### src/hw/bp_pkg.sv
// shared widths, fetch geometry and per-entry record types of the branch predictor
package bp_pkg;

  // --------------------------------------------------
  // address and fetch geometry
  // --------------------------------------------------
  localparam int unsigned VLEN = 32;
  localparam int unsigned INSTR_PER_FETCH = 2;
  // compressed instructions, so only bit 0 is always zero
  localparam int unsigned PC_OFFSET = 1;
  localparam int unsigned SLOT_BITS = $clog2(INSTR_PER_FETCH);

  // widest BTB tag, reached with the smallest legal table of two rows
  localparam int unsigned BTB_TAG_BITS = VLEN - PC_OFFSET - SLOT_BITS - 1;

  // --------------------------------------------------
  // table cells
  // --------------------------------------------------
  typedef struct packed {
    logic       valid;
    logic [1:0] counter;
  } bht_entry_t;

  // tag is kept zero extended, the btb fills in as many bits as its index leaves
  typedef struct packed {
    logic                    valid;
    logic [BTB_TAG_BITS-1:0] tag;
    logic [VLEN-1:0]         target;
  } btb_entry_t;

  // --------------------------------------------------
  // per-slot prediction
  // --------------------------------------------------
  typedef struct packed {
    logic            valid;
    logic            taken;
    logic            target_valid;
    logic [VLEN-1:0] target;
  } bp_prediction_t;

endpackage

### src/hw/bp_update_if.sv
// training write interface from the update arbiter to the BHT and BTB
`timescale 1ns/1ps

interface bp_update_if;
  import bp_pkg::*;

  // one resolved branch, written into both tables on the edge where valid is high
  logic            valid;
  logic [VLEN-1:0] pc;
  logic            taken;
  logic [VLEN-1:0] target;

  // arbiter side
  modport source (
    output valid,
    output pc,
    output taken,
    output target
  );

  // table side
  modport sink (
    input valid,
    input pc,
    input taken,
    input target
  );

endinterface

### src/hw/bp_update_arbiter.sv
// round-robin merge of two resolve ports onto the shared table update path
`timescale 1ns/1ps

module bp_update_arbiter (
  input  logic                     clk_i,
  input  logic                     rst_ni,
  input  logic                     clear_i,
  input  logic                     flush_i,
  input  logic                     debug_mode_i,
  // resolve port 0
  input  logic                     res0_valid_i,
  input  logic [bp_pkg::VLEN-1:0]  res0_pc_i,
  input  logic                     res0_taken_i,
  input  logic [bp_pkg::VLEN-1:0]  res0_target_i,
  output logic                     res0_ready_o,
  // resolve port 1
  input  logic                     res1_valid_i,
  input  logic [bp_pkg::VLEN-1:0]  res1_pc_i,
  input  logic                     res1_taken_i,
  input  logic [bp_pkg::VLEN-1:0]  res1_target_i,
  output logic                     res1_ready_o,
  // towards both tables
  bp_update_if.source              upd
);

  logic hold;
  logic gnt0;
  logic gnt1;
  // 0 favours port 0 on a conflict, 1 favours port 1
  logic rr_q;
  logic rr_d;

  // --------------------------------------------------
  // grant
  // --------------------------------------------------
  // tables are busy with a clear or flush, nothing may be consumed
  assign hold = clear_i | flush_i;

  assign gnt0 = ~hold & res0_valid_i & (~res1_valid_i | ~rr_q);
  assign gnt1 = ~hold & res1_valid_i & (~res0_valid_i | rr_q);

  assign res0_ready_o = gnt0;
  assign res1_ready_o = gnt1;

  // after a grant the other port gets the next conflict
  always_comb begin
    rr_d = rr_q;
    if (gnt0) begin
      rr_d = 1'b1;
    end else if (gnt1) begin
      rr_d = 1'b0;
    end
  end

  always_ff @(posedge clk_i or negedge rst_ni) begin
    if (!rst_ni) begin
      rr_q <= 1'b0;
    end else begin
      rr_q <= rr_d;
    end
  end

  // --------------------------------------------------
  // update path
  // --------------------------------------------------
  // in debug mode the branch is consumed but does not train
  assign upd.valid  = (gnt0 | gnt1) & ~debug_mode_i;
  assign upd.pc     = gnt1 ? res1_pc_i : res0_pc_i;
  assign upd.taken  = gnt1 ? res1_taken_i : res0_taken_i;
  assign upd.target = gnt1 ? res1_target_i : res0_target_i;

endmodule

### src/hw/bht.sv
// branch history table of 2-bit saturating counters, one row per fetch block
`timescale 1ns/1ps

module bht #(
  parameter int unsigned NrBhtEntries = 64
) (
  input  logic                   clk_i,
  input  logic                   rst_ni,
  input  logic                   clear_i,
  input  logic                   flush_i,
  input  logic [bp_pkg::VLEN-1:0] vpc_i,
  bp_update_if.sink              upd,
  output bp_pkg::bp_prediction_t [bp_pkg::INSTR_PER_FETCH-1:0] bht_pred_o
);
  import bp_pkg::*;

  localparam int unsigned NrRows = NrBhtEntries / INSTR_PER_FETCH;
  localparam int unsigned IdxBits = $clog2(NrRows);
  // lowest PC bit of the row index
  localparam int unsigned IdxLsb = PC_OFFSET + SLOT_BITS;

  bht_entry_t bht_q [NrRows-1:0][INSTR_PER_FETCH-1:0];

  logic [IdxBits-1:0]   fetch_idx;
  logic [IdxBits-1:0]   upd_idx;
  logic [SLOT_BITS-1:0] upd_slot;
  bht_entry_t           upd_cur;
  bht_entry_t           upd_new;

  // --------------------------------------------------
  // index decode
  // --------------------------------------------------
  assign fetch_idx = vpc_i[IdxLsb +: IdxBits];
  assign upd_idx   = upd.pc[IdxLsb +: IdxBits];
  // slot inside the fetch block
  assign upd_slot  = upd.pc[PC_OFFSET +: SLOT_BITS];

  // --------------------------------------------------
  // prediction
  // --------------------------------------------------
  // whole row is read, the fetch stage picks its slots
  always_comb begin
    for (int i = 0; i < INSTR_PER_FETCH; i++) begin
      bht_pred_o[i]       = '0;
      bht_pred_o[i].valid = bht_q[fetch_idx][i].valid;
      bht_pred_o[i].taken = bht_q[fetch_idx][i].counter[1];
    end
  end

  // --------------------------------------------------
  // training
  // --------------------------------------------------
  assign upd_cur = bht_q[upd_idx][upd_slot];

  // saturating step, stays at 11 when taken and at 00 when not taken
  always_comb begin
    upd_new       = upd_cur;
    upd_new.valid = 1'b1;
    if (upd.taken) begin
      if (upd_cur.counter != 2'b11) begin
        upd_new.counter = upd_cur.counter + 2'd1;
      end
    end else begin
      if (upd_cur.counter != 2'b00) begin
        upd_new.counter = upd_cur.counter - 2'd1;
      end
    end
  end

  // clear beats flush, both beat a training write
  always_ff @(posedge clk_i or negedge rst_ni) begin
    if (!rst_ni) begin
      for (int r = 0; r < NrRows; r++) begin
        for (int s = 0; s < INSTR_PER_FETCH; s++) begin
          bht_q[r][s] <= '0;
        end
      end
    end else if (clear_i) begin
      for (int r = 0; r < NrRows; r++) begin
        for (int s = 0; s < INSTR_PER_FETCH; s++) begin
          bht_q[r][s] <= '0;
        end
      end
    end else if (flush_i) begin
      // invalidate, counters restart weakly taken
      for (int r = 0; r < NrRows; r++) begin
        for (int s = 0; s < INSTR_PER_FETCH; s++) begin
          bht_q[r][s].valid   <= 1'b0;
          bht_q[r][s].counter <= 2'b10;
        end
      end
    end else if (upd.valid) begin
      bht_q[upd_idx][upd_slot] <= upd_new;
    end
  end

endmodule

### src/hw/btb.sv
// direct-mapped branch target buffer with tag compare, one row per fetch block
`timescale 1ns/1ps

module btb #(
  parameter int unsigned NrBtbEntries = 16
) (
  input  logic                   clk_i,
  input  logic                   rst_ni,
  input  logic                   clear_i,
  input  logic                   flush_i,
  input  logic [bp_pkg::VLEN-1:0] vpc_i,
  bp_update_if.sink              upd,
  output bp_pkg::bp_prediction_t [bp_pkg::INSTR_PER_FETCH-1:0] btb_pred_o
);
  import bp_pkg::*;

  localparam int unsigned NrRows = NrBtbEntries / INSTR_PER_FETCH;
  localparam int unsigned IdxBits = $clog2(NrRows);
  localparam int unsigned IdxLsb = PC_OFFSET + SLOT_BITS;
  // everything above the index is tag
  localparam int unsigned TagLsb = IdxLsb + IdxBits;

  btb_entry_t btb_q [NrRows-1:0][INSTR_PER_FETCH-1:0];

  logic [IdxBits-1:0]      fetch_idx;
  logic [BTB_TAG_BITS-1:0] fetch_tag;
  logic [IdxBits-1:0]      upd_idx;
  logic [SLOT_BITS-1:0]    upd_slot;
  logic [BTB_TAG_BITS-1:0] upd_tag;

  // upper PC bits, zero extended into the tag field
  function automatic logic [BTB_TAG_BITS-1:0] tag_of(input logic [VLEN-1:0] pc);
    logic [VLEN-1:0] shifted;
    shifted = pc >> TagLsb;
    return shifted[BTB_TAG_BITS-1:0];
  endfunction

  // --------------------------------------------------
  // index and tag decode
  // --------------------------------------------------
  assign fetch_idx = vpc_i[IdxLsb +: IdxBits];
  assign fetch_tag = tag_of(vpc_i);
  assign upd_idx   = upd.pc[IdxLsb +: IdxBits];
  assign upd_slot  = upd.pc[PC_OFFSET +: SLOT_BITS];
  assign upd_tag   = tag_of(upd.pc);

  // --------------------------------------------------
  // prediction
  // --------------------------------------------------
  // a hit needs a valid entry from the same tag
  always_comb begin
    for (int i = 0; i < INSTR_PER_FETCH; i++) begin
      btb_pred_o[i]              = '0;
      btb_pred_o[i].target_valid = btb_q[fetch_idx][i].valid &&
                                   (btb_q[fetch_idx][i].tag == fetch_tag);
      btb_pred_o[i].target       = btb_q[fetch_idx][i].target;
    end
  end

  // --------------------------------------------------
  // training
  // --------------------------------------------------
  // only taken branches allocate, not-taken ones leave the entry alone
  always_ff @(posedge clk_i or negedge rst_ni) begin
    if (!rst_ni) begin
      for (int r = 0; r < NrRows; r++) begin
        for (int s = 0; s < INSTR_PER_FETCH; s++) begin
          btb_q[r][s] <= '0;
        end
      end
    end else if (clear_i) begin
      for (int r = 0; r < NrRows; r++) begin
        for (int s = 0; s < INSTR_PER_FETCH; s++) begin
          btb_q[r][s] <= '0;
        end
      end
    end else if (flush_i) begin
      for (int r = 0; r < NrRows; r++) begin
        for (int s = 0; s < INSTR_PER_FETCH; s++) begin
          btb_q[r][s].valid <= 1'b0;
        end
      end
    end else if (upd.valid && upd.taken) begin
      btb_q[upd_idx][upd_slot].valid  <= 1'b1;
      btb_q[upd_idx][upd_slot].tag    <= upd_tag;
      btb_q[upd_idx][upd_slot].target <= upd.target;
    end
  end

endmodule

### src/hw/branch_predictor.sv
// fetch-stage branch predictor top: update arbiter, BHT and BTB
`timescale 1ns/1ps

module branch_predictor #(
  parameter int unsigned NrBhtEntries = 64,
  parameter int unsigned NrBtbEntries = 16
) (
  input  logic                                                clk_i,
  input  logic                                                rst_ni,
  input  logic                                                clear_i,
  input  logic                                                flush_i,
  input  logic                                                debug_mode_i,
  input  logic [bp_pkg::VLEN-1:0]                             vpc_i,
  // resolve port 0
  input  logic                                                res0_valid_i,
  input  logic [bp_pkg::VLEN-1:0]                             res0_pc_i,
  input  logic                                                res0_taken_i,
  input  logic [bp_pkg::VLEN-1:0]                             res0_target_i,
  output logic                                                res0_ready_o,
  // resolve port 1
  input  logic                                                res1_valid_i,
  input  logic [bp_pkg::VLEN-1:0]                             res1_pc_i,
  input  logic                                                res1_taken_i,
  input  logic [bp_pkg::VLEN-1:0]                             res1_target_i,
  output logic                                                res1_ready_o,
  // per-slot prediction
  output logic [bp_pkg::INSTR_PER_FETCH-1:0]                  pred_valid_o,
  output logic [bp_pkg::INSTR_PER_FETCH-1:0]                  pred_taken_o,
  output logic [bp_pkg::INSTR_PER_FETCH-1:0]                  pred_target_valid_o,
  output logic [bp_pkg::INSTR_PER_FETCH-1:0][bp_pkg::VLEN-1:0] pred_target_o
);
  import bp_pkg::*;

  bp_prediction_t [INSTR_PER_FETCH-1:0] bht_pred;
  bp_prediction_t [INSTR_PER_FETCH-1:0] btb_pred;

  // shared training write
  bp_update_if upd_if ();

  bp_update_arbiter u_arbiter (
    .clk_i         (clk_i),
    .rst_ni        (rst_ni),
    .clear_i       (clear_i),
    .flush_i       (flush_i),
    .debug_mode_i  (debug_mode_i),
    .res0_valid_i  (res0_valid_i),
    .res0_pc_i     (res0_pc_i),
    .res0_taken_i  (res0_taken_i),
    .res0_target_i (res0_target_i),
    .res0_ready_o  (res0_ready_o),
    .res1_valid_i  (res1_valid_i),
    .res1_pc_i     (res1_pc_i),
    .res1_taken_i  (res1_taken_i),
    .res1_target_i (res1_target_i),
    .res1_ready_o  (res1_ready_o),
    .upd           (upd_if)
  );

  bht #(
    .NrBhtEntries (NrBhtEntries)
  ) u_bht (
    .clk_i      (clk_i),
    .rst_ni     (rst_ni),
    .clear_i    (clear_i),
    .flush_i    (flush_i),
    .vpc_i      (vpc_i),
    .upd        (upd_if),
    .bht_pred_o (bht_pred)
  );

  btb #(
    .NrBtbEntries (NrBtbEntries)
  ) u_btb (
    .clk_i      (clk_i),
    .rst_ni     (rst_ni),
    .clear_i    (clear_i),
    .flush_i    (flush_i),
    .vpc_i      (vpc_i),
    .upd        (upd_if),
    .btb_pred_o (btb_pred)
  );

  // direction from the bht, target from the btb
  for (genvar i = 0; i < INSTR_PER_FETCH; i++) begin : gen_slot_out
    assign pred_valid_o[i]        = bht_pred[i].valid;
    assign pred_taken_o[i]        = bht_pred[i].taken;
    assign pred_target_valid_o[i] = btb_pred[i].target_valid;
    assign pred_target_o[i]       = btb_pred[i].target;
  end

endmodule

### config.mk
export PLATFORM = sky130hd
export DESIGN_NAME = branch_predictor
export DESIGN_NICKNAME = d
export VERILOG_FILES = /design/src/hw/bp_pkg.sv /design/src/hw/bp_update_if.sv /design/src/hw/bp_update_arbiter.sv /design/src/hw/bht.sv /design/src/hw/btb.sv /design/src/hw/branch_predictor.sv
export SDC_FILE = /design/constraint.sdc
export NUM_CORES = 2
export LEC_CHECK = 0
export BUFFER_PORTS_ARGS = -buffer_cell sky130_fd_sc_hd__buf_2
export CORE_ASPECT_RATIO = 1.1
export CORE_MARGIN = 4
export CORE_UTILIZATION = 45
export CTS_CLUSTER_SIZE = 40
export DETAILED_ROUTE_END_ITERATION = 16
export GPL_TIMING_DRIVEN = 0
export PLACE_DENSITY_LB_ADDON = 0.12
export REMOVE_ABC_BUFFERS = 1
export SLEW_MARGIN = 20
export SYNTH_ARGS = -nofsm -noshare
export SYNTH_HDL_FRONTEND = slang
export SYNTH_HIERARCHICAL = 1
export SYNTH_SLANG_ARGS = --single-unit
### constraint.sdc
create_clock -name clk_i -period 4.63 [get_ports clk_i]
set_input_delay 0.926 -clock clk_i [delete_from_list [all_inputs] [get_ports clk_i]]
set_output_delay 0.926 -clock clk_i [all_outputs]
set_load 0.02 [all_outputs]
# Yosys cells after proc, flatten, opt, wreduce, memory -nomap -nowiden
# Index checks and enable logic that the tools add are counted.
# op_classes
n_mux	73
addsub	2
magnitude_cmp	8
eq_ne	4
n_reduce_logical	12
bitwise_logic	14
# ops
operator	n
$bwmux W992	3
$mux W992	2
$demux W124 S3	3
$mux W61	17
$mux W192	3
$mux W124	4
$bmux W124 S3	1
$bwmux W192	1
$demux W62 S1	3
$mux W32	3
$mux W62	1
$bmux W6 S5	2
$eq A29 B27 Y1	2
$demux W6 S5	1
$mux W1	19
$lt A5 B6 Y1 const B	2
$mux W6	2
$mux W2	5
$lt A3 B4 Y1 const B	2
$logic_and A1 B1 Y1	6
$reduce_bool A2 Y1	3
$reduce_bool A3 Y1	2
$and A1 B1 Y1	5
$ge A5 B1 Y1 const B	1
other kinds (12)	20
# totals
register_bits	1185
inputBits	169
elab_cells	290
out_inout_bits	72

# Longest topological paths before layout
# depth
ltp_word	17
depth_mapped	15
depth_no_buf	10

# By module
# The synthesis kept the hierarchy.
# by_module_without_submodules
module	cells_each	area_each_um2	n_inst
btb	5011	46049.2	1
bht	886	10368.7	1
bp_update_arbiter	83	1024.7	1

# Least setup slack after synthesis
# OpenSTA, ideal clock, no wires.
# synth_timing
path_kind	in2out
start	input port vpc_i[2] (netlist name)
end	output port pred_taken_o[0] (netlist name)
required_ps	3704
arrival_ps	3020
n_path_buf	2
path_slack_ps	684
stages	5
cell_sequence	clkbuf_1 buf_1 mux4_2 mux4_2 mux2_2
# synth_via
elab_chain_cells	2
# synth_rtl
element	line_no	text
start, declared	branch_predictor.sv:13	input logic [bp_pkg::VLEN-1:0] vpc_i,
$bmux W6 S5	bht.sv:46	bht_pred_o[i].taken = bht_q[fetch_idx][i].counter[1];
$mux W6	--	
end, declared	branch_predictor.sv:28	output logic [bp_pkg::INSTR_PER_FETCH-1:0] pred_taken_o,
# No other way between the ends. The select of a mux whose other input is x is not followed.

# Final worst setup path
# layout_timing
start	input port vpc_i[4] (netlist name)
end	output port pred_target_valid_o[0] (netlist name)
# layout_via
elab_chain_cells	4
# layout_rtl
element	line_no	text
$bmux W124 S3 (*)	btb.sv:54, btb.sv:55	
$mux W124 (*)	--	
$eq A29 B27 Y1	btb.sv:55	(btb_q[fetch_idx][i].tag == fetch_tag);
$logic_and A1 B1 Y1 (*)	btb.sv:54	btb_pred_o[i].target_valid = btb_q[fetch_idx][i].valid &&
end, declared	branch_predictor.sv:29	output logic [bp_pkg::INSTR_PER_FETCH-1:0] pred_target_valid_o,
# Every way passes the cells marked *; elsewhere a longest branch is shown, timed or not. The select of a mux whose other input is x is not followed.

==> metrics.txt <==
outcome=finished clean; power share of the sequential group=44.7%; setup TNS=0 ps; P&R area growth vs syn=16.81%; footprint of the multi-input gates=about 26000 um2; TritonCTS clock tree=done; Via Count=roughly 46000; register-to-register setup slack=890 ps; clock transition at the registers of the reported paths=50 ps; CTS root buffer=clkbuf_16; Max rail drop VDD=0.2616 mV; Post-Synthesis Cell Area=roughly 57000 um2; max-cap violation count=0; ratio of cells with drive above 1 in the final layout=18.15%; Routed WL per cell=25.40 um; row count=136; largest net degree at the start of global routing=161; synthesized area per cell=9.632 um2; fin cells=7642; Core ar.=125200 um2; Critical Path Fanout Max=27; final-report setup violation count=0; CTS buffer count=133; Die X=347.0 um; dpl hpwl=between 100000 and 150000 um; io pins=241; die height=approximately 380 um; crit path capture type=primary output; endpoints failing hold=0; worst-skew pair later-pin latency=750 ps; first-pass GRT wire length=290300 um; family with the most delay on the worst path=simple AND/OR/NAND/NOR gates; DIE AREA=132200 um2; Initial DRT Pass Iterations=6; Slew headroom=44.91%; reg2reg end=u_bht/bht_q[73]; hold path depth=2; Crit path required time=between 3000 and 4000 ps; P per Cell Area=342.4 nW/um2; CTS max path bufs=3; H-Tree Depth=4; worst-path cell chain=buf_16 > buf_16 > nor2b_4 > buf_12 > a22oi_1 > a21o_1 > a211oi_2 > nand4_1 > nor4_4 > buf_4; CP Launch Type=primary input; initial antenna violation count=5; GRT Residual Overflow=0; Fmax=218.2 MHz; # fillers=11300; Critical R2R Launch=u_arbiter/rr_q; hold_sp=res1_valid_i; Register Area=between 20000 and 30000 um2; Worst Reg2Reg Path Length in Cells=12; crit-path max cell delay=440 ps; final setup skew=between 20 and 25 ps; starting density of the core=45.43%; Max Slew Vio Count=0; critical path buffer and inverter count=4; Via density=between 6 and 7; post-detailed-route count of antenna-violating nets=0; I/O Buffers=236; Hold Crit Class=in -> reg; Sinks on Clock Net=1153; Post-Synthesis Cells=5907; leak pwr=28.13 nW; Ys Warns=6; critical path class=in -> out; Tmin final=4583 ps; CP arrival=about 3700 ps; Crit-path slowest cell=nor4_4; GPL Wtd Cong=~0.74; Worst-Margin Slew=between 800 and 900 ps; CP most frequent cell=buf_16; Routed WL=a little under 200000 um; Internal=0.01716 W; switch share=24.58%; Clk network pwr share=46.5%; Worst Hold End=u_arbiter/rr_q; number of global-route vias before repair=between 40000 and 50000; total track usage=roughly 29%; DR DRC count=0; DR iter-0 viols=about 4700; P_sw=0.005595 W; Nets=~6100; Comb pwr share=8.8%; Tcrit/Tclk final=between 90% and 100%; placed insts=around 7300
[worst max path at each step]
stage	from	to	depth (start not counted)
after floorplan	flush_i	u_btb/btb_q[0]	6
after global placement	clear_i	u_bht/bht_q[165]	4
after detailed placement	clear_i	u_bht/bht_q[63]	17
after CTS	clear_i	u_bht/bht_q[189]	18
after global routing	vpc_i[4]	pred_target_valid_o[0]	10
final	vpc_i[4]	pred_target_valid_o[0]	10
[power groups by stage]
stage	registers, W	logic [W]	clock network (W)
6_report	0.0102	0.00201	0.0106
5_1_grt	0.0102	0.00214	0.0112
3_5_place_dp	0.0103	0.00182	0
2_1_floorplan	0.0103	0.000731	0
3_3_place_gp	0.0104	0.00182	0
4_1_cts	0.0102	0.00199	0.0108
[worst register-to-register path: cells and delay by family (launching register included)]
| kind | cells | cell delay (ps) |
|---|---|---|
| AOI/OAI and AO/OA | 4 | 780 |
| DFF | 1 | 370 |
| muxes | 2 | 1110 |
| buffers and inverters | 3 | 810 |
| and+or+nand+nor | 3 | 520 |
[layout by cell type, fill, tap and decap left out, drive strengths merged, types with 3 or more instances in the layout]
cell type  instances
a21o              10
bufbuf            19
xnor2             19
or2                3
o21a              64
nor3              76
nor2b             10
and2               3
nand4             11
mux4             217
o21ai             69
o22ai             13
a31oi             66
a211oi            68
nand2b            10
inv                9
nor3b              6
nand3b             5
dfrtp           1153
o22a              10
buf              410
a221oi             9
nand3             20
mux2i            178
a21boi             4
mux2             156
nor2             103
nor4               3
a22oi             69
or3b               3
and3              21
xor2               4
clkbuf           211
clkinv            11
a21oi            989
bufinv             6
nand2           1923
o221ai             4
or3                5
[repair_timing]
| action | CTS | global route |
|---|---|---|
| buffers inserted | 33 | 8 |
| gates resized for setup | 31 | 6 |
| cloned | 21 | 5 |
| hold buffers | 1 | 0 |
| pin swaps | 11 | 4 |
| endpoints found under the setup margin | 1158 | 166 |
| endpoints found under the hold margin | 28 | 0 |
[state kept, by name, indices dropped and copies added, names as in the netlist]
| register | flops |
|---|---|
| u_arbiter/rr_q | 1 |
| u_bht/bht_q | 192 |
| u_btb/btb_q | 960 |
[area by class of cell]
type,instances,share of cell area [%]
Inverter,7,0.03953
Antenna cell,2,0.007530
Tap cell,1656,3.117
Sequential cell,1153,43.41
Multi-Input combinational cell,4163,38.90
Clock inverter,20,0.3916
Clock buffer,206,6.143
Timing Repair Buffer,435,7.993
[metrics by stage]
stage	utilization (%)	total power, W	hold slack, ps	setup WS (ps)	area (um2)
4_1_cts	52.90	0.02291	414.5	11.26	66250
5_1_grt	53.07	0.02346	432.0	-1.384	66460
6_report	53.07	0.02276	466.4	47.47	66460
3_5_place_dp	48.56	0.01216	474.4	-2912	60820
3_3_place_gp	45.95	0.01218	467.1	-38550	57540
2_1_floorplan	-	0.01107	454.3	-2253	54290
[metal layers]
metal	wire (um)	track usage, %
met4	7122	9.655
met2	91860	45.64
met5	0	0
met3	14660	4.397
met1	80490	39.92
Note: power is estimated with default switching activity, not from simulation.
